### src/verilog/sync_fifo.sv
`timescale 1ns/10ps
`default_nettype none

module sync_fifo #(
	parameter int WIDTH = 32,
	parameter int DEPTH = 16   // Power of two, pointers wrap naturally
) (
	input  wire               pll_62_5m_clk,
	input  wire               rst_n,
	input  wire               wr_en_i,
	input  wire [WIDTH-1:0]   wdata_i,
	input  wire               rd_en_i,
	output logic [WIDTH-1:0]  rdata_o,
	output logic              empty_o,
	output logic              full_o
);

	logic [WIDTH-1:0]         mem [DEPTH];
	logic [$clog2(DEPTH)-1:0] wr_ptr_q;
	logic [$clog2(DEPTH)-1:0] rd_ptr_q;
	logic [$clog2(DEPTH):0]   count_q;    // Fill level, 0 to DEPTH
	logic                     do_wr;
	logic                     do_rd;

	assign do_wr   = wr_en_i & ~full_o;   // Protect state on a bad push
	assign do_rd   = rd_en_i & ~empty_o;
	assign empty_o = (count_q == '0);
	assign full_o  = (count_q == DEPTH);
	assign rdata_o = mem[rd_ptr_q];       // Head word always visible

	always_ff @(posedge pll_62_5m_clk)
	begin
		if (do_wr)
			mem[wr_ptr_q] <= wdata_i;
	end

	// Pointers and fill count
	always_ff @(posedge pll_62_5m_clk or negedge rst_n)
	begin
		if (!rst_n)
		begin
			wr_ptr_q <= '0;
			rd_ptr_q <= '0;
			count_q  <= '0;
		end
		else
		begin
			if (do_wr)
				wr_ptr_q <= wr_ptr_q + 1'b1;
			if (do_rd)
				rd_ptr_q <= rd_ptr_q + 1'b1;
			if (do_wr & ~do_rd)
				count_q <= count_q + 1'b1;
			else if (do_rd & ~do_wr)
				count_q <= count_q - 1'b1;
		end
	end

	// Producer must honour full, consumer must honour empty
	a_no_write_full: assert property (@(posedge pll_62_5m_clk) disable iff (!rst_n)
		wr_en_i |-> !full_o);
	a_no_read_empty: assert property (@(posedge pll_62_5m_clk) disable iff (!rst_n)
		rd_en_i |-> !empty_o);

endmodule

`default_nettype wire

### config.mk
export PLATFORM = sky130hd
export DESIGN_NAME = sync_fifo
export DESIGN_NICKNAME = d
export VERILOG_FILES = /design/src/verilog/sync_fifo.sv
export SDC_FILE = /design/constraint.sdc
export NUM_CORES = 1
export LEC_CHECK = 0
export ABC_AREA = 0
export BUFFER_PORTS_ARGS = -buffer_cell sky130_fd_sc_hd__buf_2
export CAP_MARGIN = 30
export CORE_ASPECT_RATIO = 0.7
export CORE_MARGIN = 2
export CORE_UTILIZATION = 50
export DETAILED_ROUTE_END_ITERATION = 10
export HOLD_SLACK_MARGIN = 0.02
export PLACE_DENSITY_LB_ADDON = 0.05
export SLEW_MARGIN = 20
export SYNTH_ARGS = -nofsm -noshare
export SYNTH_HDL_FRONTEND = slang
export SYNTH_SLANG_ARGS = --single-unit
### constraint.sdc
create_clock -name pll_62_5m_clk -period 6.7 [get_ports pll_62_5m_clk]
set_input_delay 1.34 -clock pll_62_5m_clk [delete_from_list [all_inputs] [get_ports pll_62_5m_clk]]
set_output_delay 1.34 -clock pll_62_5m_clk [all_outputs]
set_load 0.03 [all_outputs]
==> reports/qor.yml <==
track_usage_pct: 21.4
die_w_um: 245
fin_tns_setup_ps: 0
worst_ep_required_time_ps: 5360
fin_crit_sh_pct: 74.1
via_per_inst: 5.90
cts_buffer_depth: 3
post-cts-setup-buffers: 0
p_comb_share_pct: 32.4
gp_congestion: 0.689
ys.flop_type: "edfxtp_1"
power_frac_seq_pct: 42.1
leakagePower_nw: 7.66
place_area_um2: 21400
synth_seq_cells: 525
synth_top_cell_by_area: "edfxtp_1"
peakVddDrop_mv: 0.295
numPortBuffers: 69
period_needed_ps: 4970
p_int_mw: 6.57
die_h_um: 173
synth_top_area_share_pct: 75.4
worstMarginPinSlew_ps: 1020
overflow: 0
row_count: 61
areaGrowthSynthToFinish_pct: 12.2
setup_violations: 0
final_util_pct: 57.2
die_area_um2: 42500
end_kind: "primary output"
cellPowerDensity_nw_per_um2: 437
fill_cells: 3017
dp_hpwl_um: 24000
grt_max_degree: 51
antenna_found_initial: 0
hold_buffers: 0
finalInstanceArea_um2: 22900
synth_edf_count: 512
start_util_pct: 51.0
drt_iter0_drc: 1092
synth_area_per_cell_um2: 20.2
path_class: "reg2out"
clock-sinks: 525
power_frac_clock_pct: 25.5
cts_tree: "done"
max_freq_mhz: 201
rsz0062_at_grt: "no"
num_vias: 9887
drv_slew: 0
synth_cell_types: 35
worstPathArrival_ps: 3630
htree_levels: 2
numCtsBuffers: 49
drtPass1Iterations: 5
grt_pass1_wl_um: 66100
nets: 1149
yosys-top-cells-count: "edfxtp_1, mux2i_1, a221oi_1, mux4_2, nand2_1"
wire_per_inst_um: 26.8
clkTransAtPathRegs_ps: 60
cp_max_fo: 34
skew_ps: 12.3
status: "finished, final reports clean"
worstSkewPairLatency_ps: 570
drive_gt1_share_pct: 21.1
max_cap_violations: 0
ys_top_cells_by_area: "edfxtp_1, mux4_2, mux2i_1"
synth_area_um2: 20400
io_pins: 70
route.detailed.drc: 0
switchingPower_mw: 3.44
core_area_um2: 40000
ant_nets: 0
min_path_type: "reg2reg"
synth_nets: 1055
ys_seq_area_share_pct: 77.0
netSwitchingFraction_pct: 34.4
first_global_vias: 9597
start_kind: "flip-flop"
yosysMostFrequentCell: "edfxtp_1"
totalWireLength_um: 44900
async_flop_share_pct: 2.48
max_slew_margin_pct: 31.7
ctsResizeCount: 0
finalHoldViolCount: 0
syn_inst: 1009
total_power_mw: 10.0
ys_warn_count: 0
cts_root_buf: "clkbuf_16"
-- layout by cell type, fill, tap and decap left out, drive strengths merged, types with 2 or more instances in the layout --
master	Yosys	final
mux2i	129	129
a21oi	2	2
a21o	2	2
buf	38	99
mux4	64	64
o21ai	35	35
and2	2	2
nand2b	2	2
clkbuf	18	64
nor2	15	15
inv	5	4
clkinv	0	24
dfrtp	13	13
xnor2	9	9
nor3	4	4
ha	9	9
a22oi	32	32
a221oi	64	64
edfxtp	512	512
nand2	44	44
-- layer usage --
metal | routed length, µm | track usage, % | up-vias
met5 | 0 | 0 | -
met4 | 620 | 4.17 | 0
met3 | 1780 | 3.14 | 49
met2 | 19700 | 30.7 | 215
met1 | 22800 | 35.0 | 5231
li1 | - | - | 4392
-- worst paths after layout --
check	slack (ps)	to	cells past startpoint	startpoint
max in group asynchronous	5690	rd_ptr_q[0]	1	rst_n
setup / recovery	1730	rdata_o[18]	6	rd_ptr_q[3]
hold reg to reg	550	count_q[3]	2	count_q[3]
hold / removal	550	count_q[3]	2	count_q[3]
setup reg to reg	3660	count_q[4]	10	count_q[0]
min in group asynchronous	700	count_q[4]	1	rst_n
-- power by group through the flow --
stage | combinational [mW] | clock, mW | sequential [mW]
after floorplan | 2.45 | 0 | 4.12
after global placement | 3.20 | 0 | 4.32
after detailed placement | 3.28 | 0 | 4.28
after CTS | 3.29 | 2.60 | 4.21
after global routing | 3.49 | 2.74 | 4.25
final | 3.25 | 2.55 | 4.21
-- area by class of cell --
class / instances / area (µm²) / share of cell area, %
diodes: 1 / 2.50 / 0.0109
clock buffers: 64 / 1300 / 5.70
inverters: 5 / 18.8 / 0.0820
repair buffers: 99 / 621 / 2.71
multi-input cells: 423 / 4430 / 19.3
well taps: 535 / 669 / 2.92
flip-flops and latches: 525 / 15700 / 68.6
clock inverters: 24 / 139 / 0.607
-- sequential cells by signal, summed over array words and instances, names as in the netlist --
| register | count |
|---|---|
| count_q | 5 |
| mem | 512 |
| rd_ptr_q | 4 |
| wr_ptr_q | 4 |
-- cell families (layout without fill, tap and decap cells) --
group | after synthesis | in the layout | synth area share [%]
mux | 194 | 194 | 13.6
compound gates | 137 | 137 | 5.00
buf+inv | 61 | 192 | 1.93
other cells | 0 | 1 | 0
flops | 525 | 525 | 77.0
xor+xnor | 10 | 10 | 0.429
fa+ha+maj | 10 | 10 | 0.650
simple gates | 72 | 72 | 1.46
-- per-stage QoR --
stage	hold slack, ps	cells	setup WS (ps)
2_1_floorplan	492	1009	2190
3_3_place_gp	520	1585	2460
3_5_place_dp	547	1587	2480
4_1_cts	560	1675	1870
5_1_grt	599	1675	1640
6_report	554	1676	1730
-- worst max-delay path: stages (launching register included) --
cell	delay, ps
dfrtp_2	1050
clkinv_1	550
buf_4	430
a221oi_1	490
o21ai_0	150
nand2_1	150
buf_2	210
(Power assumes the default switching activity.)
