**config.mk**
```make
export PLATFORM = sky130hd
export DESIGN_NAME = udp_frame_builder
export DESIGN_NICKNAME = d
export VERILOG_FILES = /design/src/verilog/eth_types_pkg.sv /design/src/verilog/udp_cfg_pkg.sv /design/src/verilog/udp_frame_builder.sv
export SDC_FILE = /design/constraint.sdc
export NUM_CORES = 1
export LEC_CHECK = 0
export BUFFER_PORTS_ARGS = -buffer_cell sky130_fd_sc_hd__buf_2
export CAP_MARGIN = 20
export CORE_MARGIN = 5
export CORE_UTILIZATION = 58
export CTS_BUF_LIST = sky130_fd_sc_hd__clkbuf_8
export CTS_CLUSTER_SIZE = 8
export DETAILED_ROUTE_END_ITERATION = 12
export MAX_ROUTING_LAYER = met4
export PLACE_DENSITY = 0.84
export SLEW_MARGIN = 5
export SYNTH_ARGS = -nofsm -noshare
export SYNTH_HDL_FRONTEND = slang
export SYNTH_SLANG_ARGS = --single-unit
```
**constraint.sdc**
```tcl
create_clock -name pll_62_5m_clk -period 4.42 [get_ports pll_62_5m_clk]
set_input_delay 0.884 -clock pll_62_5m_clk [delete_from_list [all_inputs] [get_ports pll_62_5m_clk]]
set_output_delay 0.884 -clock pll_62_5m_clk [all_outputs]
set_load 0.01 [all_outputs]
```
**src/verilog/eth_types_pkg.sv**
```systemverilog
`default_nettype none

package eth_types_pkg;

	// Stream widths
	typedef logic [31:0] word_t;       // Data word on every stream
	typedef logic [15:0] csum_t;       // One's-complement checksum
	typedef logic [15:0] byte_cnt_t;   // Byte count
	typedef logic [63:0] pkt_num_t;    // Packet number
	typedef logic [1:0]  be_t;         // Valid bytes in eop word, 0 means four

	// One word of the MAC user transmit interface, 36 bits
	typedef struct packed {
		word_t data;   // Big-endian, first byte in [31:24]
		be_t   be;
		logic  eop;
		logic  sop;
	} mac_tx_word_t;

	// Frame builder FSM
	typedef enum logic [1:0] {
		IDLE,
		HEADER,
		PAYLOAD,
		LAST
	} builder_state_t;

endpackage

`default_nettype wire

```
**src/verilog/udp_cfg_pkg.sv**
```systemverilog
`default_nettype none

package udp_cfg_pkg;
	import eth_types_pkg::*;

	// Two-pass end-around carry fold of a 32-bit sum
	function automatic csum_t csum_fold(input logic [31:0] sum);
		logic [16:0] part;
		part = {1'b0, sum[31:16]} + {1'b0, sum[15:0]};
		return part[15:0] + {15'd0, part[16]};
	endfunction

	// ----------------------------------------
	// Ethernet
	localparam logic [47:0] MAC_DST_ADDR  = 48'hFF_FF_FF_FF_FF_FF;  // Broadcast
	localparam logic [47:0] MAC_SRC_ADDR  = 48'h04_D4_C4_A5_A8_E1;
	localparam logic [15:0] ETH_TYPE_IPV4 = 16'h08_00;

	// IPv4, no options
	localparam logic [3:0]  IP_VERSION     = 4'h4;
	localparam logic [3:0]  IP_HEAD_LEN    = 4'h5;   // In 32-bit words
	localparam logic [7:0]  IP_DSF         = 8'h00;
	localparam logic [15:0] IP_ID          = 16'h64_D7;
	localparam logic [2:0]  IP_FLAGS       = 3'h0;
	localparam logic [12:0] IP_FRAG_OFFSET = 13'h0000;
	localparam logic [7:0]  IP_TTL         = 8'h80;
	localparam logic [7:0]  IP_PROT_UDP    = 8'h11;
	localparam logic [31:0] IP_SRC_ADDR    = 32'hA9_FE_CE_77;  // 169.254.206.119
	localparam logic [31:0] IP_DST_ADDR    = 32'hC1_E8_1A_64;

	// UDP
	localparam logic [15:0] UDP_SRC_PORT = 16'hF718;
	localparam logic [15:0] UDP_DST_PORT = 16'h1EA5;
	localparam byte_cnt_t   PAYLOAD_LEN  = 16'd1447;

	// Lengths derived from the payload
	localparam byte_cnt_t IP_TOTAL_LEN = 16'd20 + 16'd8 + PAYLOAD_LEN;
	localparam byte_cnt_t UDP_LEN      = 16'd8 + PAYLOAD_LEN;
	localparam byte_cnt_t FRAME_LEN    = 16'd42 + PAYLOAD_LEN;
	localparam int        HDR_WORDS    = 10;   // Whole header words before realignment

	// ----------------------------------------
	// Header checksum, all fields constant
	localparam logic [31:0] IP_HEAD_SUM = 32'({IP_VERSION, IP_HEAD_LEN, IP_DSF})
		+ 32'(IP_TOTAL_LEN) + 32'(IP_ID) + 32'({IP_FLAGS, IP_FRAG_OFFSET})
		+ 32'({IP_TTL, IP_PROT_UDP}) + 32'(IP_SRC_ADDR[31:16]) + 32'(IP_SRC_ADDR[15:0])
		+ 32'(IP_DST_ADDR[31:16]) + 32'(IP_DST_ADDR[15:0]);
	localparam csum_t IP_HEAD_CSUM = ~csum_fold(IP_HEAD_SUM);

	// Pseudo-header plus UDP header with checksum field zero
	localparam logic [31:0] UDP_SEED_SUM = 32'(IP_SRC_ADDR[31:16]) + 32'(IP_SRC_ADDR[15:0])
		+ 32'(IP_DST_ADDR[31:16]) + 32'(IP_DST_ADDR[15:0]) + 32'(IP_PROT_UDP)
		+ 32'(UDP_LEN) + 32'(UDP_SRC_PORT) + 32'(UDP_DST_PORT) + 32'(UDP_LEN);
	localparam csum_t UDP_CSUM_SEED = csum_fold(UDP_SEED_SUM);

	// Payload pattern and buffering
	localparam word_t PAYLOAD_FIXED_WORD = 32'h00_01_02_03;
	localparam word_t LAST_WORD_MASK     =
		32'hFFFF_FFFF << (8 * ((4 - int'(PAYLOAD_LEN % 4)) % 4));  // Drops bytes past the end
	localparam int    PAYLOAD_FIFO_DEPTH = 512;
	localparam int    TX_FIFO_DEPTH      = 16;

endpackage

`default_nettype wire

```
**src/verilog/udp_frame_builder.sv**
```systemverilog
`timescale 1ns/10ps
`default_nettype none

module udp_frame_builder
	import eth_types_pkg::*;
	import udp_cfg_pkg::*;
(
	input  wire          pll_62_5m_clk,
	input  wire          rst_n,
	input  wire          start_i,
	input  wire csum_t   payload_sum_i,
	output logic         fifo_rd_o,
	input  wire word_t   fifo_rdata_i,
	output logic         out_valid_o,
	output mac_tx_word_t out_word_o,
	input  wire          out_ready_i,
	output logic         frame_done_o
);

	builder_state_t state_q;
	byte_cnt_t      cnt_q;       // Frame bytes already sent
	byte_cnt_t      remain;
	logic [15:0]    carry_q;     // Two bytes held back by the realignment
	logic           xfer;
	logic           last_rd;     // Final word still needs a payload word
	word_t          hdr_word;
	csum_t          udp_sum;
	csum_t          udp_csum;

	assign out_valid_o  = (state_q != IDLE);
	assign xfer         = out_valid_o & out_ready_i;
	assign remain       = FRAME_LEN - cnt_q;
	assign last_rd      = (remain > 16'd2);
	assign fifo_rd_o    = xfer & ((state_q == PAYLOAD) | ((state_q == LAST) & last_rd));
	assign frame_done_o = xfer & (state_q == LAST);

	// Full UDP checksum, zero goes out as all ones
	assign udp_sum  = csum_fold(32'(UDP_CSUM_SEED) + 32'(payload_sum_i));
	assign udp_csum = (udp_sum == 16'hFFFF) ? 16'hFFFF : ~udp_sum;

	// ----------------------------------------
	// Header words, indexed by byte count
	always_comb
	begin
		case (cnt_q[5:2])
			4'd0:    hdr_word = MAC_DST_ADDR[47:16];
			4'd1:    hdr_word = {MAC_DST_ADDR[15:0], MAC_SRC_ADDR[47:32]};
			4'd2:    hdr_word = MAC_SRC_ADDR[31:0];
			4'd3:    hdr_word = {ETH_TYPE_IPV4, IP_VERSION, IP_HEAD_LEN, IP_DSF};
			4'd4:    hdr_word = {IP_TOTAL_LEN, IP_ID};
			4'd5:    hdr_word = {IP_FLAGS, IP_FRAG_OFFSET, IP_TTL, IP_PROT_UDP};
			4'd6:    hdr_word = {IP_HEAD_CSUM, IP_SRC_ADDR[31:16]};
			4'd7:    hdr_word = {IP_SRC_ADDR[15:0], IP_DST_ADDR[31:16]};
			4'd8:    hdr_word = {IP_DST_ADDR[15:0], UDP_SRC_PORT};
			default: hdr_word = {UDP_DST_PORT, UDP_LEN};   // Checksum goes to carry
		endcase
	end

	// Output word from state, carry and FIFO head
	always_comb
	begin
		out_word_o = '0;
		case (state_q)
			HEADER:
			begin
				out_word_o.data = hdr_word;
				out_word_o.sop  = (cnt_q == '0);
			end
			PAYLOAD: out_word_o.data = {carry_q, fifo_rdata_i[31:16]};
			LAST:
			begin
				out_word_o.data = {carry_q, last_rd ? fifo_rdata_i[31:16] : 16'h0000};
				out_word_o.be   = be_t'(remain);   // Count mod four
				out_word_o.eop  = 1'b1;
			end
			default: ;
		endcase
	end

	// ----------------------------------------
	// FSM and byte counter
	always_ff @(posedge pll_62_5m_clk or negedge rst_n)
	begin
		if (!rst_n)
		begin
			state_q <= IDLE;
			cnt_q   <= '0;
		end
		else
		begin
			case (state_q)
				IDLE:
				begin
					if (start_i)
					begin
						state_q <= HEADER;
						cnt_q   <= '0;
					end
				end
				HEADER, PAYLOAD:
				begin
					if (xfer)
					begin
						cnt_q <= cnt_q + 16'd4;
						if ((cnt_q + 16'd8) >= FRAME_LEN)
							state_q <= LAST;   // Next word closes the frame
						else if (cnt_q == byte_cnt_t'(4 * (HDR_WORDS - 1)))
							state_q <= PAYLOAD;
					end
				end
				LAST:
				begin
					if (xfer)
						state_q <= IDLE;
				end
				default: state_q <= IDLE;
			endcase
		end
	end

	// Realignment carry
	always_ff @(posedge pll_62_5m_clk)
	begin
		if (xfer & (state_q == HEADER))
			carry_q <= udp_csum;   // Only the last header word matters
		else if (xfer & (state_q == PAYLOAD))
			carry_q <= fifo_rdata_i[15:0];
	end

	// Held word under back-pressure
	a_hold_stable: assert property (@(posedge pll_62_5m_clk) disable iff (!rst_n)
		(out_valid_o && !out_ready_i) |=> (out_valid_o && $stable(out_word_o)));

endmodule

`default_nettype wire

```
==> impl_metrics.env <==
export IMPL_status="complete, but fails checks"
export IMPL_failed_checks="setup timing"
export IMPL_drc=0
export IMPL_hold_viol=0
export IMPL_syn_inst=566
export IMPL_clk_latency_ps=280
export IMPL_final_area_mm2=0.00572
export IMPL_crit_end="carry_q[15]"
export IMPL_synth_top_area_share_pct=11.3
export IMPL_slew_limit_headroom_pct=45.7
export IMPL_synth_async_reset_ratio_pct=50.0
export IMPL_ys_seq_area_share_pct=20.7
export IMPL_avgRoutedWirePerCell_um=17.3
export IMPL_num_antenna_cells=0
export IMPL_nNetsFinal=784
export IMPL_worst_path_largest_cell_delay_ps=470
export IMPL_place_area_mm2=0.00533
export IMPL_detail_route_antenna_nets=0
export IMPL_syn_area_mm2=0.00426
export IMPL_grt_antenna_before_repair=0
export IMPL_fin_crit_ps=4520
export IMPL_final_common_cell="buf_2"
export IMPL_synth_largest_area_cell="edfxtp_1"
export IMPL_holdWs_ps=515
export IMPL_initial_core_util_pct=59.0
export IMPL_ir_drop_v=0.000250
export IMPL_grt_max_degree=35
export IMPL_ctsHtreeMaxLevel=2
export IMPL_worstReg2RegStart="state_q[1]"
export IMPL_worstReg2RegEnd="cnt_q[10]"
export IMPL_grt_first_pass_wirelength_mm=21.7
export IMPL_synth_edf_count=16
export IMPL_cp_cell_sequence="buf_8 > inv_4 > ha_4 > or4b_4 > a21oi_4 > o21ai_2 > o21a_1 > ha_4 > ha_4 > nand3_4 > nor2_2 > nand4_1 > nor2_1 > nor4bb_2 > ha_2 > ha_4 > xnor2_2 > nand3_1 > nor4_1 > and3_1 > and3_4 > o2111ai_4 > buf_4 > a31oi_1"
export IMPL_fin_util_pct=79.2
export IMPL_worst_setup_path_end_kind="register"
export IMPL_syn_nets=639
export IMPL_timing_final_max_slew_violations=0
export IMPL_clk_pin_slew_ps=70
export IMPL_tightest_slew_ps=808
export IMPL_num_rows=31
export IMPL_drv_cap=0
export IMPL_viasPerCell=6.20
export IMPL_setup_viol=16
export IMPL_layout_setup_ws_ps=-97.6
export IMPL_finalCritPeriodShare_pct=102
export IMPL_wirelength_mm=14.0
export IMPL_layout_common_cells="buf_2, buf_4, nor2_1"
export IMPL_r2r_cells=9
export IMPL_grt_ovfl_total=0
export IMPL_cts_sinks=32
export IMPL_critical_path_class="in -> reg"
export IMPL_core_area_mm2=0.00721
export IMPL_synthTopCellsByArea="edfxtp_1, dfrtp_1, a21oi_1, ha_1, nor2_1"
export IMPL_grt_pass1_vias=4670
export IMPL_first_pass_iters=5
export IMPL_cts_tree="built"
export IMPL_die_area_mm2=0.00915
export IMPL_die_y_um=95.7
export IMPL_die_w_um=95.7
export IMPL_syn_to_final_growth_pct=34.3
export IMPL_p_leak_nw=2.40
export IMPL_required_ps=4550
export IMPL_path_common_cell="ha_4"
export IMPL_finClkSkew_ps=6.75
export IMPL_fillers=511
export IMPL_crit_path_start="payload_sum_i[5]"
export IMPL_rrSetupSlack_ps=1540
export IMPL_ioPinCount=91
export IMPL_port_buffers=89
export IMPL_drive_gt1_share_pct=36.2
export IMPL_dpl_hpwl_mm=10.3
export IMPL_vias=5031
export IMPL_clockBufferDepth=2
export IMPL_gp_congestion=0.994
export IMPL_dpl_worst_slack_ps=-499
export IMPL_yosys_most_used_dff="edfxtp_1"
export IMPL_cts_root_buf="clkbuf_8"
export IMPL_hp_class="in -> async"
export IMPL_ys_ff_latch=32
export IMPL_drt_initial_drc_count=432
export IMPL_cts_hold_buf=0
export IMPL_synth_cell_types=83
export IMPL_numCtsBuffers=5
export IMPL_power_density_mw_per_mm2=503
export IMPL_postSynthAreaPerCell_um2=7.52
export IMPL_crit_path_max_fanout=5
export IMPL_worst_path_max_delay_cell="or4b_4"
export IMPL_fmax_mhz=221
export IMPL_ys_warn_count=0
export IMPL_crit_arrival_ps=4650
export IMPL_tns_ps=-926
export IMPL_rsz0062_at_grt="yes"
export IMPL_start_kind="input port"
export IMPL_track_usage_pct=30.5
## kinds of logic (layout without fill, tap and decap cells)
| family | after synthesis | after routing | share of synthesized area, % |
|---|---|---|---|
| buffers and inverters | 52 | 198 | 5.85 |
| DFF | 32 | 32 | 20.7 |
| muxes | 3 | 3 | 0.706 |
| AOI/OAI and AO/OA | 181 | 181 | 28.4 |
| xor gates and xnor gates | 39 | 39 | 8.82 |
| other | 1 | 1 | 0.0881 |
| and+or+nand+nor | 237 | 237 | 29.2 |
| adders and majority gates | 21 | 21 | 6.17 |
## worst min path at each step
stage | slack (ps) | to
after detailed placement | 620 | cnt_q[13]
after CTS | 520 | cnt_q[4]
after global routing | 530 | cnt_q[4]
final | 510 | cnt_q[4]
after global placement | 590 | cnt_q[13]
after floorplan | 550 | cnt_q[13]
## final cells by class
class	count	area [um2]	area share, %
repair buffers	177	1180	20.7
well taps	99	124	2.17
clock buffers	7	96.3	1.69
flip-flops and latches	32	881	15.4
multi-input cells	482	3370	59.0
inverters	13	56.3	0.985
clock inverters	1	3.75	0.0657
## per-stage QoR
step / cells / power, mW
6_report: 811 / 2.88
4_1_cts: 808 / 2.79
3_5_place_dp: 789 / 2.50
5_1_grt: 811 / 3.10
2_1_floorplan: 566 / 1.83
3_3_place_gp: 789 / 2.46
## what timing repair did
item	4_1_cts	5_1_grt
resized for setup	13	19
pin swaps	10	9
setup buffers	10	2
endpoints found under the setup margin	16	16
cloned	1	1
## worst max-delay path, delay by kind of cell
family	cells	cell delay (ps)
compound gates	5	780
fa+ha+maj	5	900
xor+xnor	1	140
simple gates	10	1580
buf+inv	3	340
## per-layer routing
metal  global-route usage, %  vias up  share of wire (%)
met5                       -        -                  0
met4                    13.0        0                3.9
met3                    3.16       64                8.8
met2                    52.5      303                 48
met1                    36.1     2306                 39
li1                        -     2358                  -
## Yosys cell counts, types with 8 or more instances
library cell and number:
dfrtp_1 16, o21ai_0 34, nor2_1 59, ha_1 21
nand4_1 11, xnor2_1 20, nand2b_1 8, nand2_1 55
and2_1 10, and3_1 11, inv_1 12, clkbuf_1 27
o21ai_2 11, nor3_1 17, nand3_1 21, edfxtp_1 16
o21a_1 8, a21oi_1 58, xor2_1 16
## registers in the layout, summed over array words and instances, names as in the netlist
name	cells
carry_q	16
state_q	2
cnt_q	14
## power breakdown
part           total (mW)  internal [mW]  switching (mW)
Combinational        2.13          0.818            1.31
Sequential          0.500          0.428          0.0723
Clock               0.247          0.140           0.107
(Power assumes the default switching activity.)
