$ cat src/verilog/eth_types_pkg.sv
`default_nettype none

package eth_types_pkg;

	// Stream widths
	typedef logic [31:0] word_t;       // Data word on every stream
	typedef logic [15:0] csum_t;       // One's-complement checksum
	typedef logic [15:0] byte_cnt_t;   // Byte count
	typedef logic [63:0] pkt_num_t;    // Packet number
	typedef logic [1:0]  be_t;         // Valid bytes in eop word, 0 means four

	// One word of the MAC user transmit interface, 36 bits
	typedef struct packed {
		word_t data;   // Big-endian, first byte in [31:24]
		be_t   be;
		logic  eop;
		logic  sop;
	} mac_tx_word_t;

	// Frame builder FSM
	typedef enum logic [1:0] {
		IDLE,
		HEADER,
		PAYLOAD,
		LAST
	} builder_state_t;

endpackage

`default_nettype wire

$ cat src/verilog/udp_cfg_pkg.sv
`default_nettype none

package udp_cfg_pkg;
	import eth_types_pkg::*;

	// Two-pass end-around carry fold of a 32-bit sum
	function automatic csum_t csum_fold(input logic [31:0] sum);
		logic [16:0] part;
		part = {1'b0, sum[31:16]} + {1'b0, sum[15:0]};
		return part[15:0] + {15'd0, part[16]};
	endfunction

	// ----------------------------------------
	// Ethernet
	localparam logic [47:0] MAC_DST_ADDR  = 48'hFF_FF_FF_FF_FF_FF;  // Broadcast
	localparam logic [47:0] MAC_SRC_ADDR  = 48'h04_D4_C4_A5_A8_E1;
	localparam logic [15:0] ETH_TYPE_IPV4 = 16'h08_00;

	// IPv4, no options
	localparam logic [3:0]  IP_VERSION     = 4'h4;
	localparam logic [3:0]  IP_HEAD_LEN    = 4'h5;   // In 32-bit words
	localparam logic [7:0]  IP_DSF         = 8'h00;
	localparam logic [15:0] IP_ID          = 16'h64_D7;
	localparam logic [2:0]  IP_FLAGS       = 3'h0;
	localparam logic [12:0] IP_FRAG_OFFSET = 13'h0000;
	localparam logic [7:0]  IP_TTL         = 8'h80;
	localparam logic [7:0]  IP_PROT_UDP    = 8'h11;
	localparam logic [31:0] IP_SRC_ADDR    = 32'hA9_FE_CE_77;  // 169.254.206.119
	localparam logic [31:0] IP_DST_ADDR    = 32'hC1_E8_1A_64;

	// UDP
	localparam logic [15:0] UDP_SRC_PORT = 16'hF718;
	localparam logic [15:0] UDP_DST_PORT = 16'h1EA5;
	localparam byte_cnt_t   PAYLOAD_LEN  = 16'd1447;

	// Lengths derived from the payload
	localparam byte_cnt_t IP_TOTAL_LEN = 16'd20 + 16'd8 + PAYLOAD_LEN;
	localparam byte_cnt_t UDP_LEN      = 16'd8 + PAYLOAD_LEN;
	localparam byte_cnt_t FRAME_LEN    = 16'd42 + PAYLOAD_LEN;
	localparam int        HDR_WORDS    = 10;   // Whole header words before realignment

	// ----------------------------------------
	// Header checksum, all fields constant
	localparam logic [31:0] IP_HEAD_SUM = 32'({IP_VERSION, IP_HEAD_LEN, IP_DSF})
		+ 32'(IP_TOTAL_LEN) + 32'(IP_ID) + 32'({IP_FLAGS, IP_FRAG_OFFSET})
		+ 32'({IP_TTL, IP_PROT_UDP}) + 32'(IP_SRC_ADDR[31:16]) + 32'(IP_SRC_ADDR[15:0])
		+ 32'(IP_DST_ADDR[31:16]) + 32'(IP_DST_ADDR[15:0]);
	localparam csum_t IP_HEAD_CSUM = ~csum_fold(IP_HEAD_SUM);

	// Pseudo-header plus UDP header with checksum field zero
	localparam logic [31:0] UDP_SEED_SUM = 32'(IP_SRC_ADDR[31:16]) + 32'(IP_SRC_ADDR[15:0])
		+ 32'(IP_DST_ADDR[31:16]) + 32'(IP_DST_ADDR[15:0]) + 32'(IP_PROT_UDP)
		+ 32'(UDP_LEN) + 32'(UDP_SRC_PORT) + 32'(UDP_DST_PORT) + 32'(UDP_LEN);
	localparam csum_t UDP_CSUM_SEED = csum_fold(UDP_SEED_SUM);

	// Payload pattern and buffering
	localparam word_t PAYLOAD_FIXED_WORD = 32'h00_01_02_03;
	localparam word_t LAST_WORD_MASK     =
		32'hFFFF_FFFF << (8 * ((4 - int'(PAYLOAD_LEN % 4)) % 4));  // Drops bytes past the end
	localparam int    PAYLOAD_FIFO_DEPTH = 512;
	localparam int    TX_FIFO_DEPTH      = 16;

endpackage

`default_nettype wire

$ cat src/verilog/sync_fifo.sv
`timescale 1ns/10ps
`default_nettype none

module sync_fifo #(
	parameter int WIDTH = 32,
	parameter int DEPTH = 16   // Power of two, pointers wrap naturally
) (
	input  wire               pll_62_5m_clk,
	input  wire               rst_n,
	input  wire               wr_en_i,
	input  wire [WIDTH-1:0]   wdata_i,
	input  wire               rd_en_i,
	output logic [WIDTH-1:0]  rdata_o,
	output logic              empty_o,
	output logic              full_o
);

	logic [WIDTH-1:0]         mem [DEPTH];
	logic [$clog2(DEPTH)-1:0] wr_ptr_q;
	logic [$clog2(DEPTH)-1:0] rd_ptr_q;
	logic [$clog2(DEPTH):0]   count_q;    // Fill level, 0 to DEPTH
	logic                     do_wr;
	logic                     do_rd;

	assign do_wr   = wr_en_i & ~full_o;   // Protect state on a bad push
	assign do_rd   = rd_en_i & ~empty_o;
	assign empty_o = (count_q == '0);
	assign full_o  = (count_q == DEPTH);
	assign rdata_o = mem[rd_ptr_q];       // Head word always visible

	always_ff @(posedge pll_62_5m_clk)
	begin
		if (do_wr)
			mem[wr_ptr_q] <= wdata_i;
	end

	// Pointers and fill count
	always_ff @(posedge pll_62_5m_clk or negedge rst_n)
	begin
		if (!rst_n)
		begin
			wr_ptr_q <= '0;
			rd_ptr_q <= '0;
			count_q  <= '0;
		end
		else
		begin
			if (do_wr)
				wr_ptr_q <= wr_ptr_q + 1'b1;
			if (do_rd)
				rd_ptr_q <= rd_ptr_q + 1'b1;
			if (do_wr & ~do_rd)
				count_q <= count_q + 1'b1;
			else if (do_rd & ~do_wr)
				count_q <= count_q - 1'b1;
		end
	end

	// Producer must honour full, consumer must honour empty
	a_no_write_full: assert property (@(posedge pll_62_5m_clk) disable iff (!rst_n)
		wr_en_i |-> !full_o);
	a_no_read_empty: assert property (@(posedge pll_62_5m_clk) disable iff (!rst_n)
		rd_en_i |-> !empty_o);

endmodule

`default_nettype wire

$ cat src/verilog/mac_tx_feeder.sv
`timescale 1ns/10ps
`default_nettype none

module mac_tx_feeder
	import eth_types_pkg::*;
	import udp_cfg_pkg::*;
(
	input  wire               pll_62_5m_clk,
	input  wire               rst_n,
	input  wire               in_valid_i,
	input  wire mac_tx_word_t in_word_i,
	output logic              in_ready_o,
	input  wire               tx_wa_i,
	output logic              tx_wr_o,
	output mac_tx_word_t      tx_word_o
);

	logic fifo_empty;
	logic fifo_full;
	logic wr_q;   // Registered write request

	assign in_ready_o = ~fifo_full;
	assign tx_wr_o    = wr_q & ~fifo_empty;   // Never write an empty head

	// Data and control bits in one entry
	sync_fifo #(
		.WIDTH ($bits(mac_tx_word_t)),
		.DEPTH (TX_FIFO_DEPTH)
	) u_tx_fifo (
		.pll_62_5m_clk (pll_62_5m_clk),
		.rst_n         (rst_n),
		.wr_en_i       (in_valid_i & in_ready_o),
		.wdata_i       (in_word_i),
		.rd_en_i       (tx_wr_o),        // Pop on every MAC write
		.rdata_o       (tx_word_o),
		.empty_o       (fifo_empty),
		.full_o        (fifo_full)
	);

	// Follows write-allowed one cycle late
	always_ff @(posedge pll_62_5m_clk or negedge rst_n)
	begin
		if (!rst_n)
			wr_q <= 1'b0;
		else
			wr_q <= tx_wa_i & ~fifo_empty;
	end

	// MAC sees a write only after granting it
	a_wr_after_wa: assert property (@(posedge pll_62_5m_clk) disable iff (!rst_n)
		tx_wr_o |-> $past(tx_wa_i));

endmodule

`default_nettype wire

$ cat config.mk
export PLATFORM = sky130hd
export DESIGN_NAME = mac_tx_feeder
export DESIGN_NICKNAME = d
export VERILOG_FILES = /design/src/verilog/eth_types_pkg.sv /design/src/verilog/udp_cfg_pkg.sv /design/src/verilog/sync_fifo.sv /design/src/verilog/mac_tx_feeder.sv
export SDC_FILE = /design/constraint.sdc
export NUM_CORES = 1
export LEC_CHECK = 0
export BUFFER_PORTS_ARGS = -buffer_cell sky130_fd_sc_hd__buf_2
export CAP_MARGIN = 40
export CORE_MARGIN = 3
export CORE_UTILIZATION = 66
export DETAILED_ROUTE_END_ITERATION = 7
export PLACE_DENSITY = 0.83
export SYNTH_ARGS = -nofsm -noshare
export SYNTH_HDL_FRONTEND = slang
export SYNTH_SLANG_ARGS = --single-unit
$ cat constraint.sdc
create_clock -name pll_62_5m_clk -period 6.7 [get_ports pll_62_5m_clk]
set_input_delay 1.34 -clock pll_62_5m_clk [delete_from_list [all_inputs] [get_ports pll_62_5m_clk]]
set_output_delay 1.34 -clock pll_62_5m_clk [all_outputs]
set_load 0.1 [all_outputs]
==> implementation parameters <==
Parameter                              Value

Status
  Run status ... finished, final reports clean

Critical path
  Total buffers and inverters traversed by the critical path ... 2
  Data arrival time of the critical path ... around 3.5 ns
  Category of cells accounting for the largest share of critical-path delay ... flip-flops
  Critical R2R Capture ... u_tx_fifo.mem[14][14]$_DFFE_PP_
  Worst-path maximum fanout ... 45
  CP required ... approximately 5.4 ns
  Crit path launch type ... register
  Register-to-register setup slack ... a little under 4 ns
  List of cells traversed by the critical path ... nand2b_2 -> buf_16 -> o21ai_1 -> a21oi_1 -> a22oi_1 -> nand2_1 -> buf_2
  Length in cells of the worst reg-to-reg path ... 6
  Critical path depth ... 7
  Endpoint type of the worst setup path ... primary output
  Worst R2R Start ... u_tx_fifo.count_q[0]$_DFFE_PN0P_
  Setup Crit Path Kind ... reg -> out
  Cell at the slowest stage of the critical path ... sky130_fd_sc_hd__dfrtp_4
  Largest stage delay, worst path ... roughly 0.90 ns

Clock tree
  Number of resized instances in the post-cts repair step ... 0
  Setup repair bufs after CTS ... 0
  Source-to-sink clock delay at the later pin of the worst-skew pair ... roughly 0.6 ns
  Hold buffer count at cts ... 0
  Clock Sink Count ... between 500 and 600
  CTS tree ... done
  CTS Buf Count ... 55
  H-tree depth reported by CTS ... 2
  CTS root buf ... sky130_fd_sc_hd__clkbuf_16
  Worst-path clk slew ... around 0.06 ns
  Number of buffers between clock root and the deepest sink ... 3

Worst hold path
  Hold depth ... 1
  Min-delay worst type ... reg -> reg
  Hold_sp ... u_tx_fifo.count_q[0]$_DFFE_PN0P_
  Hold Crit Endpoint ... u_tx_fifo.count_q[0]$_DFFE_PN0P_

STA
  Unrepaired setup endpoints after global routing ... no
  Final count of negative-setup-slack endpoints ... 0
  Clock Skew ... 0.0173 ns
  Hold Vio Cnt, Final ... 0
  Measured slew at the worst slew-check pin ... between 0.9 and 1 ns
  Post-route minimum period ... between 4 and 5 ns
  Ratio of final minimum period to clock period ... 72.0%
  Setup tns final ... 0 ns
  Max-slew headroom ... around two fifths
  Final max-slew violation count ... 0
  Max Freq ... around 210 MHz

Placement
  Number of buffers added on ports ... a little under 80
  Placer congestion estimate ... about 0.76
  Placed Instance Area ... ~24000 um^2
  Post-DP HPWL ... between 20000 and 30000 um

Power and ir drop
  Leakage power total ... 0.00871 uW
  Power share of the clock group ... between 20% and 30%
  Share of power burned in combinational logic ... around two fifths
  Power per cell area ... ~490 nW/um^2
  Internal ... 7530 uW
  Net switching share of the total power ... about two fifths
  Final Power ... 12700 uW
  Worst vdd ir ... between 0.5 and 0.6 mV
  Switching power total ... 5210 uW
  Sequential share of power ... between 30% and 40%

GRT
  Largest net degree at the start of global routing ... 59
  Remaining global-route overflow ... 0
  Number of global-route vias before repair ... 12200
  Wire length of the first global-routing pass ... approximately 75000 um
  Global-route total usage across every layer ... between 20% and 30%
  Initial antenna violation count ... 2

Cells and area
  Total Nets Final ... 1321
  Syn-to-layout area delta ... 11.5%
  Post-route cell area ... 25900 um^2
  Fraction of layout cells with a size suffix above 1 ... a little over a quarter

Floorplan
  Die W ... 194 um
  Io pins ... ~80
  Area of the placeable core ... 34600 um^2
  Standard-cell row count ... between 60 and 70
  Initial core utilization ... ~67%
  Total die area ... between 30000 and 40000 um^2
  Die H ... just under 200 um

Synth
  Average instance area after synthesis ... around 20 um^2
  Top cells by instance count after synthesis ... sky130_fd_sc_hd__edfxtp_1 (576), sky130_fd_sc_hd__mux2i_1 (109), sky130_fd_sc_hd__o21ai_0 (63), sky130_fd_sc_hd__mux4_2 (62), sky130_fd_sc_hd__nand2_1 (48)
  Async S/R FF share, synth ... between 2 and 2.5%
  Library cell occupying the most area in the post-synthesis netlist ... sky130_fd_sc_hd__edfxtp_1
  Number of distinct standard cells referenced by the synthesized netlist ... 39
  Most frequently used cell type in the post-synthesis netlist ... sky130_fd_sc_hd__edfxtp_1
  Count of flip-flops with a built-in enable after synthesis ... 576
  Share of the synthesized area in the top cell type ... between 70% and 80%
  Number of nets in the synthesized netlist ... roughly 1200
  Primary flip-flop cell chosen by synthesis mapping ... sky130_fd_sc_hd__edfxtp_1
  Post-synthesis instance total ... ~1200
  Area of the mapped netlist ... 23200 um^2
  Register bit count reported by yosys ... around 600
  Yosys warning count ... 0
  Sequential cell area fraction in the yosys report ... between 70% and 80%
  Top post-synthesis cells by area ... sky130_fd_sc_hd__edfxtp_1 (74%), sky130_fd_sc_hd__mux4_2 (6.0%), sky130_fd_sc_hd__mux2i_1 (4.7%), sky130_fd_sc_hd__a221oi_2 (2.1%), sky130_fd_sc_hd__mux2_2 (1.7%)

Drt
  Count of unresolved DRC violations after routing ... 0
  Violation count after the first detailed-route iteration ... ~1000
  Vias after detailed routing ... 11800
  Post-detailed-route via-to-cell ratio ... ~6.7
  DRT Pass-1 Iters ... 5
  Detailed-route wire length ... around 50000 um
  ANT nets after route ... 0
  Post-detailed-route wirelength per cell ... ~29 um

Flow run
  Count of max-cap constraint violations ... 0
==> metal layers <==
metal / routed length (um) / GRT usage [%]
met5: 13 / 0
met4: 1920 / 11.6
met3: 3860 / 4.50
met2: 26000 / 45.4
met1: 18700 / 35.8
==> power groups by stage <==
stage | Combinational (uW) | Sequential (uW) | Clock, uW
after floorplan | 4160 | 4620 | 0
after global placement | 4860 | 4780 | 0
after detailed placement | 5010 | 4810 | 0
after CTS | 5080 | 4740 | 2960
after global routing | 5310 | 4770 | 3090
final | 5070 | 4740 | 2930
==> registers in the layout (all words and copies together) (netlist names) <==
name,count
wr_q,1
u_tx_fifo.rd_ptr_q,4
u_tx_fifo.count_q,5
u_tx_fifo.mem,576
u_tx_fifo.wr_ptr_q,4
==> cells in the final DEF (no fill, tap or decap), drive strengths merged, types with 4 or more instances in the layout <==
cell and instances:
a21oi 38, a221oi 36, a22oi 36, buf 111, clkbuf 67, clkinv 21, dfrtp 14, edfxtp 576
ha 9, inv 7, mux2 36, mux2i 109, mux4 72, nand2 50, nor2 15, nor3 4
o21ai 77, xnor2 8
==> logic make-up (layout without fill, tap and decap cells) <==
kind of cell	count (synthesis)	in the layout	share of synthesized area, %
compound gates	189	189	6.00
xor+xnor	10	10	0.377
fa+ha+maj	10	10	0.570
buf+inv	71	210	2.09
flops	590	590	75.9
mux	217	217	13.6
other cells	0	1	0
simple gates	80	80	1.49
==> metrics by stage <==
stage / std cells / util, % / setup WS (ns) / hold slack [ns]
after floorplan: 1167 / - / 2.02 / 0.501
after global placement: 1663 / 69.7 / 2.38 / 0.531
after detailed placement: 1669 / 70.1 / 2.52 / 0.539
after CTS: 1761 / 74.9 / 1.91 / 0.547
after global routing: 1761 / 74.9 / 1.78 / 0.578
final: 1762 / 74.9 / 1.88 / 0.549
==> area by class of cell <==
cell class,instances,area [um^2]
Antenna cell,1,2.50
Clock buffer,67,1460
Clock inverter,25,199
Fill cell,1844,8700
Inverter,7,26.3
Multi-Input combinational cell,506,5260
Sequential cell,590,17700
Tap cell,455,569
Timing Repair Buffer,111,748
==> worst reg2reg max path, delay by kind of cell, from the launching register on <==
| family | cells | cell delay, ns |
|---|---|---|
| buf+inv | 1 | 0.48 |
| simple gates | 5 | 1.59 |
| flops | 1 | 0.42 |
==> how the worst max path moves through the flow <==
stage,start,to
final,u_tx_fifo.rd_ptr_q[1]$_DFFE_PN0P_,tx_word_o[9]
after global routing,u_tx_fifo.rd_ptr_q[1]$_DFFE_PN0P_,tx_word_o[12]
after CTS,u_tx_fifo.rd_ptr_q[1]$_DFFE_PN0P_,tx_word_o[12]
after detailed placement,u_tx_fifo.rd_ptr_q[1]$_DFFE_PN0P_,tx_word_o[9]
after global placement,u_tx_fifo.rd_ptr_q[1]$_DFFE_PN0P_,tx_word_o[5]
after floorplan,in_valid_i,u_tx_fifo.mem[0][0]$_DFFE_PP_
(Power assumes the default switching activity.)
