File: config.mk
export PLATFORM = sky130hd
export DESIGN_NAME = udp_payload_gen
export DESIGN_NICKNAME = d
export VERILOG_FILES = /design/src/verilog/eth_types_pkg.sv /design/src/verilog/udp_cfg_pkg.sv /design/src/verilog/udp_payload_gen.sv
export SDC_FILE = /design/constraint.sdc
export NUM_CORES = 1
export LEC_CHECK = 0
export BUFFER_PORTS_ARGS = -buffer_cell sky130_fd_sc_hd__buf_2
export CORE_ASPECT_RATIO = 1.75
export CORE_UTILIZATION = 55
export DETAILED_ROUTE_END_ITERATION = 16
export PLACE_DENSITY = 0.72
export SLEW_MARGIN = 0
export SYNTH_ARGS = -nofsm -noshare
export SYNTH_HDL_FRONTEND = slang
export SYNTH_SLANG_ARGS = --single-unit
File: constraint.sdc
create_clock -name pll_62_5m_clk -period 10.9 [get_ports pll_62_5m_clk]
set_input_delay 1.635 -clock pll_62_5m_clk [delete_from_list [all_inputs] [get_ports pll_62_5m_clk]]
set_output_delay 1.635 -clock pll_62_5m_clk [all_outputs]
set_load 0.005 [all_outputs]
File: src/verilog/eth_types_pkg.sv
`default_nettype none

package eth_types_pkg;

	// Stream widths
	typedef logic [31:0] word_t;       // Data word on every stream
	typedef logic [15:0] csum_t;       // One's-complement checksum
	typedef logic [15:0] byte_cnt_t;   // Byte count
	typedef logic [63:0] pkt_num_t;    // Packet number
	typedef logic [1:0]  be_t;         // Valid bytes in eop word, 0 means four

	// One word of the MAC user transmit interface, 36 bits
	typedef struct packed {
		word_t data;   // Big-endian, first byte in [31:24]
		be_t   be;
		logic  eop;
		logic  sop;
	} mac_tx_word_t;

	// Frame builder FSM
	typedef enum logic [1:0] {
		IDLE,
		HEADER,
		PAYLOAD,
		LAST
	} builder_state_t;

endpackage

`default_nettype wire

File: src/verilog/udp_cfg_pkg.sv
`default_nettype none

package udp_cfg_pkg;
	import eth_types_pkg::*;

	// Two-pass end-around carry fold of a 32-bit sum
	function automatic csum_t csum_fold(input logic [31:0] sum);
		logic [16:0] part;
		part = {1'b0, sum[31:16]} + {1'b0, sum[15:0]};
		return part[15:0] + {15'd0, part[16]};
	endfunction

	// ----------------------------------------
	// Ethernet
	localparam logic [47:0] MAC_DST_ADDR  = 48'hFF_FF_FF_FF_FF_FF;  // Broadcast
	localparam logic [47:0] MAC_SRC_ADDR  = 48'h04_D4_C4_A5_A8_E1;
	localparam logic [15:0] ETH_TYPE_IPV4 = 16'h08_00;

	// IPv4, no options
	localparam logic [3:0]  IP_VERSION     = 4'h4;
	localparam logic [3:0]  IP_HEAD_LEN    = 4'h5;   // In 32-bit words
	localparam logic [7:0]  IP_DSF         = 8'h00;
	localparam logic [15:0] IP_ID          = 16'h64_D7;
	localparam logic [2:0]  IP_FLAGS       = 3'h0;
	localparam logic [12:0] IP_FRAG_OFFSET = 13'h0000;
	localparam logic [7:0]  IP_TTL         = 8'h80;
	localparam logic [7:0]  IP_PROT_UDP    = 8'h11;
	localparam logic [31:0] IP_SRC_ADDR    = 32'hA9_FE_CE_77;  // 169.254.206.119
	localparam logic [31:0] IP_DST_ADDR    = 32'hC1_E8_1A_64;

	// UDP
	localparam logic [15:0] UDP_SRC_PORT = 16'hF718;
	localparam logic [15:0] UDP_DST_PORT = 16'h1EA5;
	localparam byte_cnt_t   PAYLOAD_LEN  = 16'd1447;

	// Lengths derived from the payload
	localparam byte_cnt_t IP_TOTAL_LEN = 16'd20 + 16'd8 + PAYLOAD_LEN;
	localparam byte_cnt_t UDP_LEN      = 16'd8 + PAYLOAD_LEN;
	localparam byte_cnt_t FRAME_LEN    = 16'd42 + PAYLOAD_LEN;
	localparam int        HDR_WORDS    = 10;   // Whole header words before realignment

	// ----------------------------------------
	// Header checksum, all fields constant
	localparam logic [31:0] IP_HEAD_SUM = 32'({IP_VERSION, IP_HEAD_LEN, IP_DSF})
		+ 32'(IP_TOTAL_LEN) + 32'(IP_ID) + 32'({IP_FLAGS, IP_FRAG_OFFSET})
		+ 32'({IP_TTL, IP_PROT_UDP}) + 32'(IP_SRC_ADDR[31:16]) + 32'(IP_SRC_ADDR[15:0])
		+ 32'(IP_DST_ADDR[31:16]) + 32'(IP_DST_ADDR[15:0]);
	localparam csum_t IP_HEAD_CSUM = ~csum_fold(IP_HEAD_SUM);

	// Pseudo-header plus UDP header with checksum field zero
	localparam logic [31:0] UDP_SEED_SUM = 32'(IP_SRC_ADDR[31:16]) + 32'(IP_SRC_ADDR[15:0])
		+ 32'(IP_DST_ADDR[31:16]) + 32'(IP_DST_ADDR[15:0]) + 32'(IP_PROT_UDP)
		+ 32'(UDP_LEN) + 32'(UDP_SRC_PORT) + 32'(UDP_DST_PORT) + 32'(UDP_LEN);
	localparam csum_t UDP_CSUM_SEED = csum_fold(UDP_SEED_SUM);

	// Payload pattern and buffering
	localparam word_t PAYLOAD_FIXED_WORD = 32'h00_01_02_03;
	localparam word_t LAST_WORD_MASK     =
		32'hFFFF_FFFF << (8 * ((4 - int'(PAYLOAD_LEN % 4)) % 4));  // Drops bytes past the end
	localparam int    PAYLOAD_FIFO_DEPTH = 512;
	localparam int    TX_FIFO_DEPTH      = 16;

endpackage

`default_nettype wire

File: src/verilog/udp_payload_gen.sv
`timescale 1ns/10ps
`default_nettype none

module udp_payload_gen
	import eth_types_pkg::*;
	import udp_cfg_pkg::*;
#(
	parameter int SEND_GAP = 250_000_000   // Cycles between frames
) (
	input  wire   pll_62_5m_clk,
	input  wire   rst_n,
	input  wire   frame_done_i,
	output logic  fifo_wr_o,
	output word_t fifo_wdata_o,
	output logic  payload_ready_o,
	output csum_t payload_sum_o
);

	logic [31:0] gap_q;        // Frame gap timer
	logic        busy_q;       // Frame in flight, blocks a second start
	logic        start;
	byte_cnt_t   wr_bytes_q;   // Payload bytes already written
	logic        last_wr;
	pkt_num_t    pkt_num_q;
	word_t       gen_q;        // Word on the FIFO write port
	word_t       sum_word;
	csum_t       sum_q;

	assign start        = (gap_q == '0) & ~busy_q;
	assign last_wr      = fifo_wr_o & ((wr_bytes_q + 16'd4) >= PAYLOAD_LEN);
	assign sum_word     = last_wr ? (gen_q & LAST_WORD_MASK) : gen_q;  // Tail bytes as zero
	assign fifo_wdata_o = gen_q;
	assign payload_sum_o = sum_q;

	// ----------------------------------------
	// Gap timer and frame lock
	always_ff @(posedge pll_62_5m_clk or negedge rst_n)
	begin
		if (!rst_n)
		begin
			gap_q  <= 32'(SEND_GAP);
			busy_q <= 1'b0;
		end
		else
		begin
			if (frame_done_i)
				gap_q <= 32'(SEND_GAP);   // Reload for the next frame
			else if (gap_q != '0)
				gap_q <= gap_q - 32'd1;
			if (frame_done_i)
				busy_q <= 1'b0;
			else if (start)
				busy_q <= 1'b1;
		end
	end

	// Write burst, one word per cycle
	always_ff @(posedge pll_62_5m_clk or negedge rst_n)
	begin
		if (!rst_n)
		begin
			fifo_wr_o       <= 1'b0;
			wr_bytes_q      <= '0;
			payload_ready_o <= 1'b0;
			pkt_num_q       <= '0;
		end
		else
		begin
			payload_ready_o <= last_wr;   // One cycle after the last write
			if (start)
			begin
				fifo_wr_o  <= 1'b1;
				wr_bytes_q <= '0;
			end
			else if (fifo_wr_o)
			begin
				wr_bytes_q <= wr_bytes_q + 16'd4;
				if (last_wr)
					fifo_wr_o <= 1'b0;
			end
			if (frame_done_i)
				pkt_num_q <= pkt_num_q + 64'd1;
		end
	end

	// ----------------------------------------
	// Payload pattern and running sum
	always_ff @(posedge pll_62_5m_clk)
	begin
		if (start)
		begin
			gen_q <= pkt_num_q[63:32];   // High half first
			sum_q <= '0;
		end
		else if (fifo_wr_o)
		begin
			if (wr_bytes_q == 16'd0)
				gen_q <= pkt_num_q[31:0];
			else if (wr_bytes_q == 16'd4)
				gen_q <= PAYLOAD_FIXED_WORD;
			else
				gen_q <= {gen_q[31:24] + 8'd4, gen_q[23:16] + 8'd4,
					gen_q[15:8] + 8'd4, gen_q[7:0] + 8'd4};   // Each byte plus four
			sum_q <= csum_fold(32'(sum_q) + 32'(sum_word[31:16]) + 32'(sum_word[15:0]));
		end
	end

	// At most one ready per frame handed to the builder
	a_one_ready: assert property (@(posedge pll_62_5m_clk) disable iff (!rst_n)
		payload_ready_o |=> (!payload_ready_o until frame_done_i));

endmodule

`default_nettype wire

==> reports/metrics.cfg, run 1 <==
[status]
status=completed

[clock_network]
cts_made_buffers=17
cts_resized=0
cts_max_level=4
post-cts-setup-buffers=0
path_clk_slew_ns=0.06
holdBufCountCts=0
cts_buffer_depth=2
cts-root-buf=clkbuf_16
cts_tree=done
clock_latency_ns=0.42
cts.sinks=161

[sta]
fin_crit_sh_pct=81.6
hold_slack_ns=0.471
min_period_ns=8.89
rsz0062_at_grt=no
slew_violations=0
fmax_ghz=0.112
worstMarginPinSlew_ns=1.19
setup_tns_ns=0
max_slew_margin_pct=19.6
fin_worst_skew_ns=0.00857
hold_viol=0
setup_violations=0

[route]
vias_per_cell=5.79
final_antenna_net_count=0
routed_wl_mm=22.6
drt_iter0_drc=407
num_vias=7556
drt-wirelength-per-cell_um=17.3
firstDrtPassIters=7
drc=0

[critical_path]
crit_path_start_kind=flop
cp-end-kind=flop
cpMostUsedCell=ha_1
crit_slowest_cell=fa_1
path_max_fanout=9
critPathArrivalTime_ns=9.23
cpPeakStageDelay_ns=0.49
cp.required_ns=11.24
criticalPathCategory=reg -> reg

[pwr]
p_seq_share_pct=51.0
power_w=0.00129
power_frac_comb_pct=5.5
internal_power_w=0.000983
switching_share_pct=23.8
power.switching_w=0.000307
p_leak_nw=4.57
power.density_nw_per_um2=120
power.share.clock_pct=43.5
ir_drop_uv=89.6

[synthesis]
netlist_instances=1019
async_reset_ff_share_pct=70.2
synth_compound_area_share_pct=9.85
postSynthAreaPerCell_um2=9.53
synth_area_um2=9710
ys_types=73
yosys.area_share.adder_pct=7.32
synth_nets=1068
synth_warnings=0
synth-main-ff-cell=dfrtp_1
ys_seq_area_share_pct=42.5
synth_top_family_by_area=simple AND/OR/NAND/NOR gates
synth-seq-cells=161
muxShareOfSynthArea_pct=1.04
synth_edf_count=32
synth_xor_area_share_pct=13.1
yosys.area_share.simple_pct=23.3

[grt]
use_met1_pct=29.2
grt_pass1_vias=7477
gr-usage-all-layers_pct=26.8
overflow=0
use_met2_pct=48.0
antenna_found_initial=0
grt_max_degree=80
grt_pass1_wl_mm=37.0
busiest_layer=met2
met3_usage_pct=4.33

[finish]
layout_commonest_cell=nor2_1
nets=1110
layout_common_cells=nor2_1 (142), dfrtp_1 (100), xnor2_1 (96)
antennaDiodeCount=0
drive_gt1_share_pct=11.7
area_growth_pct=10.5

[die]
dieArea_um2=18200
rows=64
pin_count=53
core_area_um2=17400
die_h_um=178
die_w_um=102
start_util_pct=55.9

[worst_hold_path]
hold_path_class=reg -> reg

[run]
max_cap_violations=0

[place]
dp_hpwl_mm=16.7
port-buffer-count=52
globalplace.congestion=0.899

state kept, by name, indices dropped and copies added (netlist names):
signal	cells
payload_sum_o	16
pkt_num_q	64
payload_ready_o	1
fifo_wr_o	1
wr_bytes_q	14
gap_q	32
busy_q	1
fifo_wdata_o	32
worst paths after layout:
kind / from / to / slack [ns] / cells after the start
worst max-delay path: wr_bytes_q[2]$_DFFE_PN0N_ / payload_sum_o[10]$_SDFFE_PP0P_ / 2.01 / 39
worst max register to register: wr_bytes_q[2]$_DFFE_PN0N_ / payload_sum_o[10]$_SDFFE_PP0P_ / 2.01 / 39
min in group asynchronous: rst_n / wr_bytes_q[9]$_DFFE_PN0N_ / 1.16 / 1
max in group asynchronous: rst_n / pkt_num_q[61]$_DFFE_PN0P_ / 8.37 / 2
worst min register to register: pkt_num_q[63]$_DFFE_PN0P_ / pkt_num_q[63]$_DFFE_PN0P_ / 0.47 / 1
worst min-delay path: pkt_num_q[63]$_DFFE_PN0P_ / pkt_num_q[63]$_DFFE_PN0P_ / 0.47 / 1
metal layers:
| metal | up-vias | part of all wire [%] |
|---|---|---|
| li1 | 3644 | - |
| met3 | 65 | 2.7 |
| met2 | 158 | 54 |
| met4 | 0 | 4.9 |
| met5 | - | 0 |
| met1 | 3689 | 38 |
layout make-up:
cell class,instances,area [µm²]
Clock buffer,20,437
Clock inverter,12,111
Fill cell,1500,6650
Inverter,38,143
Multi-Input combinational cell,786,5330
Sequential cell,161,4130
Tap cell,231,289
Timing Repair Buffer,57,300
kinds of logic (layout without fill, tap and decap cells):
logic type / count (synthesis) / after routing
buffers and inverters: 72 / 127
and+or+nand+nor: 447 / 447
adders and majority gates: 46 / 46
xor gates and xnor gates: 144 / 144
muxes: 10 / 10
DFF: 161 / 161
AOI/OAI and AO/OA: 139 / 139
worst max-delay path: cells and delay by family, from the launching register on:
kind            cells  cell delay (ns)
simple gates       19             4.23
compound gates      9             1.86
flops               1             0.44
xor+xnor            3             0.53
mux                 1             0.06
buf+inv             1             0.04
fa+ha+maj           6             1.65
cells in the mapped netlist, types with 4 or more instances:
cell type / instances / area share [%]
dfstp_2: 13 / 3.5
dfxtp_1: 16 / 3.3
a211oi_1: 8 / 0.62
dfrtp_1: 100 / 26
a21oi_1: 34 / 1.8
nor3b_1: 4 / 0.31
fa_1: 18 / 3.7
nor3_1: 22 / 1.1
edfxtp_1: 32 / 9.9
nor2_1: 144 / 5.6
buf_2: 5 / 0.26
nand2_1: 81 / 3.1
xor2_1: 47 / 4.2
nand2b_1: 19 / 1.2
and2_1: 7 / 0.45
and4_1: 7 / 0.63
clkbuf_1: 29 / 1.1
a221oi_1: 24 / 2.2
nor2b_1: 9 / 0.58
inv_1: 38 / 1.5
nand3_1: 58 / 3.0
a21o_1: 4 / 0.31
and3_1: 22 / 1.4
o211ai_1: 4 / 0.31
xnor2_1: 96 / 8.7
o21ai_0: 33 / 1.7
nand3b_1: 4 / 0.31
o21a_1: 4 / 0.31
nand4_1: 27 / 1.7
ha_1: 28 / 3.6
mux2i_1: 9 / 0.93
nor4_1: 9 / 0.58
or3_1: 7 / 0.45
metrics by stage:
| stage | setup WS (ns) | util (%) | area, µm² | instances |
|---|---|---|---|---|
| 2_1_floorplan | 2.93 | - | 9710 | 1019 |
| 3_3_place_gp | 2.30 | 58.6 | 10200 | 1273 |
| 3_5_place_dp | 2.09 | 58.6 | 10200 | 1273 |
| 4_1_cts | 2.02 | 61.8 | 10700 | 1305 |
| 5_1_grt | 1.22 | 61.8 | 10700 | 1305 |
| 6_report | 2.01 | 61.8 | 10700 | 1305 |
power groups by stage:
stage          Clock, W  Combinational, W  Sequential (W)
3_5_place_dp          0         0.0000713        0.000670
3_3_place_gp          0         0.0000681        0.000670
6_report       0.000561         0.0000705        0.000658
4_1_cts        0.000570         0.0000721        0.000659
2_1_floorplan         0         0.0000520        0.000663
5_1_grt        0.000593         0.0000799        0.000661
(Power assumes the default switching activity.)
==> run 2: changes to the inputs <==
Settings changed: PLACE_DENSITY 0.72 to 0.75.
Clock period 10.9 ns to 7.4 ns, I/O delays scaled along.
==> run 2 against run 1 <==
Effect of this change:
- the run now ends with negative setup slack left
- non-clock buffer count rose by 99
- clock skew up 0.0080 ns
- fmax up 14%
- clock-buffer cell count shrank 1
- highest routed layer unchanged
- largest power group unchanged
- critical path depth grew 2
- via count grew 9.4%
==> reports/metrics.cfg, run 2 (synthesized netlist as in run 1, its figures left out) <==
[status]
status=finished, violations left  ; was completed
violations=negative setup slack

[finish]
largest_register_ffs=64  ; unchanged
nets=1209  ; was 1110
instances_no_fill=1404  ; was 1305
design_area_um2=11800  ; was 10700 µm²
area_growth_pct=21.7  ; was 10.5%
postLayoutCoreUtil_pct=68.0  ; was 61.8%
layout_common_cells=nor2_1 (139), dfrtp_1 (100), buf_4 (97)  ; was nor2_1 (142), dfrtp_1 (100), xnor2_1 (96)
top_register=pkt_num_q  ; unchanged
drive_gt1_share_pct=23.0  ; was 11.7%
layout_commonest_cell=nor2_1  ; unchanged
antennaDiodeCount=0  ; unchanged

[clock_network]
clock_latency_ns=0.44  ; was 0.42 ns
cts_tree=done  ; unchanged
cts-root-buf=clkbuf_16  ; unchanged
cts_made_buffers=17  ; unchanged
path_clk_slew_ns=0.08  ; was 0.06 ns
cts_buffer_depth=2  ; unchanged
cts.sinks=161  ; unchanged
cts_max_level=4  ; unchanged

[grt]
grt_pass1_vias=8275  ; was 7477
grt_pass1_wl_mm=40.7  ; was 37.0 mm
grt_max_degree=64  ; was 80
antenna_found_initial=0  ; unchanged
overflow=0  ; unchanged
gr-usage-all-layers_pct=29.7  ; was 26.8%

[route]
firstDrtPassIters=5  ; was 7
drt-wirelength-per-cell_um=18.5  ; was 17.3 µm
routed_wl_mm=26.0  ; was 22.6 mm
final_antenna_net_count=0  ; unchanged
vias_per_cell=5.89  ; was 5.79
drt_iter0_drc=578  ; was 407
num_vias=8269  ; was 7556
drc=0  ; unchanged

[sta]
fmax_ghz=0.128  ; was 0.112 GHz
setup_slack_ns=-0.385  ; was 2.01 ns
min_period_ns=7.79  ; was 8.89 ns
hold_slack_ns=0.477  ; was 0.471 ns
slew_violations=0  ; unchanged
max_slew_margin_pct=23.9  ; was 19.6%
rsz0062_at_grt=yes  ; was no
fin_crit_sh_pct=105  ; was 81.6%
fin_worst_skew_ns=0.0166  ; was 0.00857 ns
hold_viol=0  ; unchanged
setup_violations=9  ; was 0
worstMarginPinSlew_ns=1.13  ; was 1.19 ns

[pwr]
power.density_nw_per_um2=163  ; was 120 nW/µm²
p_leak_nw=5.09  ; was 4.57 nW
power_frac_comb_pct=5.3  ; was 5.5%
internal_power_w=0.00145  ; was 0.000983 W
p_seq_share_pct=50.5  ; was 51.0%
ir_drop_uv=159  ; was 89.6 µV
switching_share_pct=24.5  ; was 23.8%
power.share.clock_pct=44.2  ; was 43.5%
power.switching_w=0.000471  ; was 0.000307 W

[die]
core_area_um2=17400  ; unchanged
pin_count=53  ; unchanged
start_util_pct=55.9  ; unchanged
die_w_um=102  ; unchanged
rows=64  ; unchanged
dieArea_um2=18200  ; unchanged
die_h_um=178  ; unchanged

[critical_path]
r2r-end=payload_sum_o[10]$_SDFFE_PP0P_  ; unchanged
reg2reg_depth=41  ; was 39
cpPeakStageDelay_ns=0.50  ; was 0.49 ns
criticalPathCategory=reg -> reg  ; unchanged
r2r_start=wr_bytes_q[3]$_DFFE_PN0N_  ; was wr_bytes_q[2]$_DFFE_PN0N_
critPathArrivalTime_ns=8.15  ; was 9.23 ns
crit_slowest_cell=fa_1  ; unchanged
crit_path_start_kind=flop  ; unchanged
cp.required_ns=7.76  ; was 11.24 ns
cp-end-kind=flop  ; unchanged
regToRegSetupSlack_ns=-0.39  ; was 2.01 ns
path_max_fanout=8  ; was 9

[place]
dp_hpwl_mm=18.4  ; was 16.7 mm
placed_cells=1348  ; was 1273
port-buffer-count=52  ; unchanged
place_area_um2=10800  ; was 10200 µm²
globalplace.congestion=0.919  ; was 0.899

[worst_hold_path]
min_from=pkt_num_q[63]$_DFFE_PN0P_  ; unchanged
min_to=pkt_num_q[63]$_DFFE_PN0P_  ; unchanged
hold_path_class=reg -> reg  ; unchanged
hold_depth=1  ; unchanged

[run]
max_cap_violations=0  ; unchanged

## run 2: cell count changes in the layout (fill, tap and decap cells not counted), sizes merged
cell / change
clkbuf: -1
clkinv: -9
inv: +6
buf: +99
clkinvlp: +4
## run 2: cell type report
type | count | area (µm²)
clock inverter | 13 | 125
fill | 1389 | 5550
multi-input combinational | 786 | 5640
inverter | 38 | 143
tap | 231 | 289
clock buffer | 19 | 433
sequential | 161 | 4130
timing repair buffer | 156 | 1070
## run 2: power by group through the flow
| stage | clock network (W) | registers [W] | logic [W] |
|---|---|---|---|
| 6_report | 0.000849 | 0.000970 | 0.000103 |
| 2_1_floorplan | 0 | 0.000977 | 0.0000766 |
| 5_1_grt | 0.000894 | 0.000974 | 0.000116 |
| 3_3_place_gp | 0 | 0.000986 | 0.000100 |
| 3_5_place_dp | 0 | 0.000987 | 0.000104 |
| 4_1_cts | 0.000861 | 0.000970 | 0.000105 |
## run 2: timing repair
action / in CTS / in global routing
hold buffers: 0 / 0
setup endpoints to repair: 10 / 13
buffers inserted: 20 / 13
resized for setup: 16 / 33
pin swaps: 11 / 35
## run 2: metal layers
layer / track usage [%] / part of all wire, %
met2: 52.6 / 53
met3: 4.84 / 4.4
met4: 19.9 / 7.1
met5: 0 / 0
met1: 31.5 / 35
## run 2: worst max-delay path by stage
| stage | start | end | slack (ns) |
|---|---|---|---|
| detailed placement | wr_bytes_q[3]$_DFFE_PN0N_ | payload_sum_o[10]$_SDFFE_PP0P_ | -0.40 |
| CTS | wr_bytes_q[2]$_DFFE_PN0N_ | payload_sum_o[10]$_SDFFE_PP0P_ | -0.12 |
| finish | wr_bytes_q[3]$_DFFE_PN0N_ | payload_sum_o[10]$_SDFFE_PP0P_ | -0.39 |
| global placement | wr_bytes_q[3]$_DFFE_PN0N_ | payload_sum_o[10]$_SDFFE_PP0P_ | -0.16 |
| global route | wr_bytes_q[2]$_DFFE_PN0N_ | payload_sum_o[10]$_SDFFE_PP0P_ | -0.77 |
| floorplan | wr_bytes_q[2]$_DFFE_PN0N_ | payload_sum_o[10]$_SDFFE_PP0P_ | -0.02 |
## run 2: critical path: cells and delay by family (launching register included)
family	cells	cell delay, ns
xor+xnor	3	0.45
simple gates	19	3.34
fa+ha+maj	6	1.54
buf+inv	3	0.39
flops	1	0.38
mux	1	0.07
compound gates	9	1.52
## run 2: metrics by stage
step / total power [W] / setup TNS, ns / worst slack, ns
after detailed placement: 0.00109 / -2.02 / -0.400
after floorplan: 0.00105 / -0.0170 / -0.0170
final: 0.00192 / -2.33 / -0.385
after global placement: 0.00109 / -0.204 / -0.162
after global routing: 0.00198 / -6.13 / -0.768
after CTS: 0.00194 / -0.205 / -0.118
